### config.mk
export PLATFORM = sky130hd
export DESIGN_NAME = rst_stretch
export DESIGN_NICKNAME = d
export VERILOG_FILES = /design/src/design/rst_stretch.sv
export SDC_FILE = /design/constraint.sdc
export NUM_CORES = 1
export LEC_CHECK = 0
export ABC_CLOCK_PERIOD_IN_PS = 1430
export BUFFER_PORTS_ARGS = -buffer_cell sky130_fd_sc_hd__buf_2
export CAP_MARGIN = 5
export CORE_MARGIN = 2
export CORE_UTILIZATION = 50
export CTS_CLUSTER_SIZE = 16
export DETAILED_ROUTE_END_ITERATION = 12
export PLACE_DENSITY = 0.76
export SYNTH_ARGS = -nofsm -noshare
export SYNTH_HDL_FRONTEND = slang
export SYNTH_SLANG_ARGS = --single-unit
### constraint.sdc
create_clock -name clk_cpu -period 1.43 [get_ports clk_cpu]
set_clock_uncertainty 0.15 [all_clocks]
set_input_delay 0.429 -clock clk_cpu [delete_from_list [all_inputs] [get_ports clk_cpu]]
set_output_delay 0.429 -clock clk_cpu [all_outputs]
set_load 0.03 [all_outputs]
### src/design/rst_stretch.sv
`timescale 1ns/10ps
`default_nettype none

module rst_stretch #(
    parameter int RST_CYCLES = 32
) (
    input  logic clk_cpu,
    input  logic rst_n,
    output logic rst_int_n
);

    // Ones shift in from the bottom once rst_n is released
    logic [RST_CYCLES-1:0] stretch_q;

    always_ff @(posedge clk_cpu or negedge rst_n) begin
        if (!rst_n) begin
            stretch_q <= '0;
        end else begin
            stretch_q <= {stretch_q[RST_CYCLES-2:0], 1'b1};
        end
    end

    // Asserts at once, releases after the one reaches the top bit
    assign rst_int_n = stretch_q[RST_CYCLES-1];

endmodule

`default_nettype wire

Word level (Yosys, flattened, before mapping)
Index checks and enable logic that the tools add are counted.

word-level totals
  flip-flop bits (word level) = 32
  input port bits = 2
  output and inout bits = 1
  word-level logic and storage cells = 1

Longest topological paths before layout
  depth in word-level cells = 0
  gate-level depth with buffers = 0
  gate-level depth less buffers = 0

Worst setup path after synthesis
Ideal clock, no wire load.

  path kind = flip-flop to output port
  start = reg stretch_q[31]
  end = out rst_int_n
  data arrival time = 0.467 ns
  data required time = 0.851 ns
  path slack = 0.384 ns
  cell stages (with the launch flop) = 1
  path buffers = 0
  path through = dfrtp_1

RTL lines
  element                 line  text
  from (decl)             13    logic [RST_CYCLES-1:0] stretch_q;
  from (signal assigned)  19    stretch_q <= {stretch_q[RST_CYCLES-2:0], 1'b1};
  to (decl)               9     output logic rst_int_n

No word-level cell between the ends.

Worst setup path after layout
  start = reg stretch_q[31]
  end = out rst_int_n

No word-level cell between the ends.

==> flow_summary_export.csv <==
group,metric,value,unit
detailed_routing,final_antenna_net_count,0,
detailed_routing,drc,0,
final_layout,fin_nets,46,
yosys,synth_top_area_frac,0.995,
final_layout,area_delta_synth_final,14.0,%
yosys,yosysMostFrequentCell,"dfrtp_1",
floorplan,core,1510,um2
cts,insertion_delay,0.30,ns
setup_path,path_delay_family,"flip-flops",
final_layout,top_register,"stretch_q",
sta,drv_slew,0,
detailed_routing,drtPass1Iterations,2,
sta,finalSetupViolCount,0,
setup_path,reg2reg_from,"stretch_q[28]$_DFF_PN0_",
final_layout,largest_reg_flops,32,
power_and_ir_drop,power,1490,uW
setup_path,end_kind,"output pin",
final_layout,reg_top3,"stretch_q x32",
grt,antenna_found_initial,0,
setup_path,worstPathArrival,0.83,ns
yosys,postSynth.asyncResetShare,1.00,
detailed_routing,wl_per_cell,14.9,um
grt,overflow,0,
floorplan,rows,14,
setup_path,crit_chain,"buf_6",
placed_design,gp_congestion,0.692,
setup_path,crit_start,"stretch_q[31]$_DFF_PN0_",
setup_path,cp_max_fo,1,
yosys,yosys_warnings,0,
grt,grt_pass1_vias,305,
cts,cts_made_buffers,5,
floorplan,initial_core_util,0.534,
yosys,yosysUniqueCellTypes,2,
floorplan,dieArea,1950,um2
placed_design,port_buffers,2,
detailed_routing,drt-vias-per-instance,4.39,
yosys,syn_inst,33,
yosys,synth_common_cells,"dfrtp_1, conb_1",
final_layout,num_antenna_cells,0,
yosys,synth_top_cell_by_area,"dfrtp_1",
cts,cts.path.max_buffers,2,
setup_path,required,0.85,ns
setup_path,max_stage_delay,0.38,ns
yosys,synthTopCellsByArea,"dfrtp_1, conb_1",
yosys,syn-num-nets,35,
setup_path,cp.buffers_inverters,1,
worst_hold_path,worstHoldStart,"stretch_q[0]$_DFF_PN0_",
power_and_ir_drop,leakage,0.000428,uW
cts,htree_levels,2,
yosys,seq_area_frac_synth,0.995,
placed_design,dp_hpwl,442,um
cts,path_clk_slew,0.08,ns
power_and_ir_drop,power.density,1620,nW/um2
grt,grt_pass1_wl,1510,um
detailed_routing,vias,268,
power_and_ir_drop,ir_drop,0.829,mV
cts,cts_tree,"yes",
grt,gr-usage-all-layers,0.126,
cts,cts_sinks,32,
placed_design,post-place-ws,0.354,ns
yosys,synth_enable_flop_cells,0,
setup_path,path_class,"register to output pin",
worst_hold_path,hold_class,"register to register",
yosys,syn_area_per_cell,24.4,um2
detailed_routing,finalWirelength,906,um
cts,clockRootBuffer,"clkbuf_4",
yosys,ys_ff_latch,32,
floorplan,die_h,44.1,um
final_layout,drive_gt1_frac,0.200,
setup_path,crit_slowest_cell,"dfrtp_1",
job,maxCapViolations,0,
setup_path,start_kind,"register",
sta,finalWorstSetupSlack,0.0252,ns
detailed_routing,drt-initial-drc-count,1,
yosys,synthFlopType,"dfrtp_1",
status,status,"completed",
grt,grt_max_degree,33,
floorplan,io_pins,3,
sta,whs,0.199,ns
sta,finalHoldViolCount,0,
yosys,syn_area,805,um2
sta,min_period_over_period,0.982,
cts,cts_setup_buffers,0,
floorplan,die_w,44.1,um
sta,fin_crit,1.40,ns
sta,finalSetupTns,0,ns
sta,fmax,0.712,GHz
## what timing repair did
action	CTS	global route
resized for setup	0	3
hold buffers	1	0
hold endpoints to repair	32	0
endpoints found under the setup margin	0	1
## final timing paths
| path | to | slack (ns) | cells past startpoint |
|---|---|---|---|
| setup / recovery | rst_int_n | 0.03 | 1 |
| max in group asynchronous | stretch_q[8]$_DFF_PN0_ | 0.35 | 3 |
| hold / removal | stretch_q[1]$_DFF_PN0_ | 0.20 | 0 |
| hold reg to reg | stretch_q[1]$_DFF_PN0_ | 0.20 | 0 |
| min in group asynchronous | stretch_q[23]$_DFF_PN0_ | 0.51 | 3 |
| setup reg to reg | stretch_q[29]$_DFF_PN0_ | 0.77 | 0 |
## per-stage QoR
stage,util,cells,instance area (um2)
floorplan,-,33,805
global placement,0.559,52,842
detailed placement,0.559,52,842
CTS,0.605,61,911
global route,0.609,61,917
finish,0.609,61,917
## final cells by class
type	instances	area, um2
Clock buffer	8	58.8
Fill cell	107	589
Multi-Input combinational cell	1	3.75
Sequential cell	32	801
Tap cell	16	20.0
Timing Repair Buffer	4	33.8
## cells by family (layout without fill, tap and decap cells)
family,Yosys count,in the layout,synth area share
flip-flops,32,32,0.995
buffers and inverters,0,12,0
other,1,1,0.00466
## routing by layer
metal | GRT usage | up-vias | part of all wire
li1 | - | 119 | -
met1 | 0.170 | 144 | 0.52
met2 | 0.150 | 5 | 0.43
met3 | 0.0857 | 0 | 0.050
met4 | 0.0727 | 0 | 0
met5 | 0 | - | 0
## power by group
group	internal [uW]	total, uW	switching, uW
logic	7.26	27.2	19.9
clock network	242	497	255
registers	949	964	14.7
total	1200	1490	290
## placed cells by master (no fill, tap or decap), drive strengths merged
cell	n
dfrtp	32
buf	3
dlygate4sd3	1
clkbuf	8
conb	1
No activity file was read; power rests on OpenSTA's default activity.
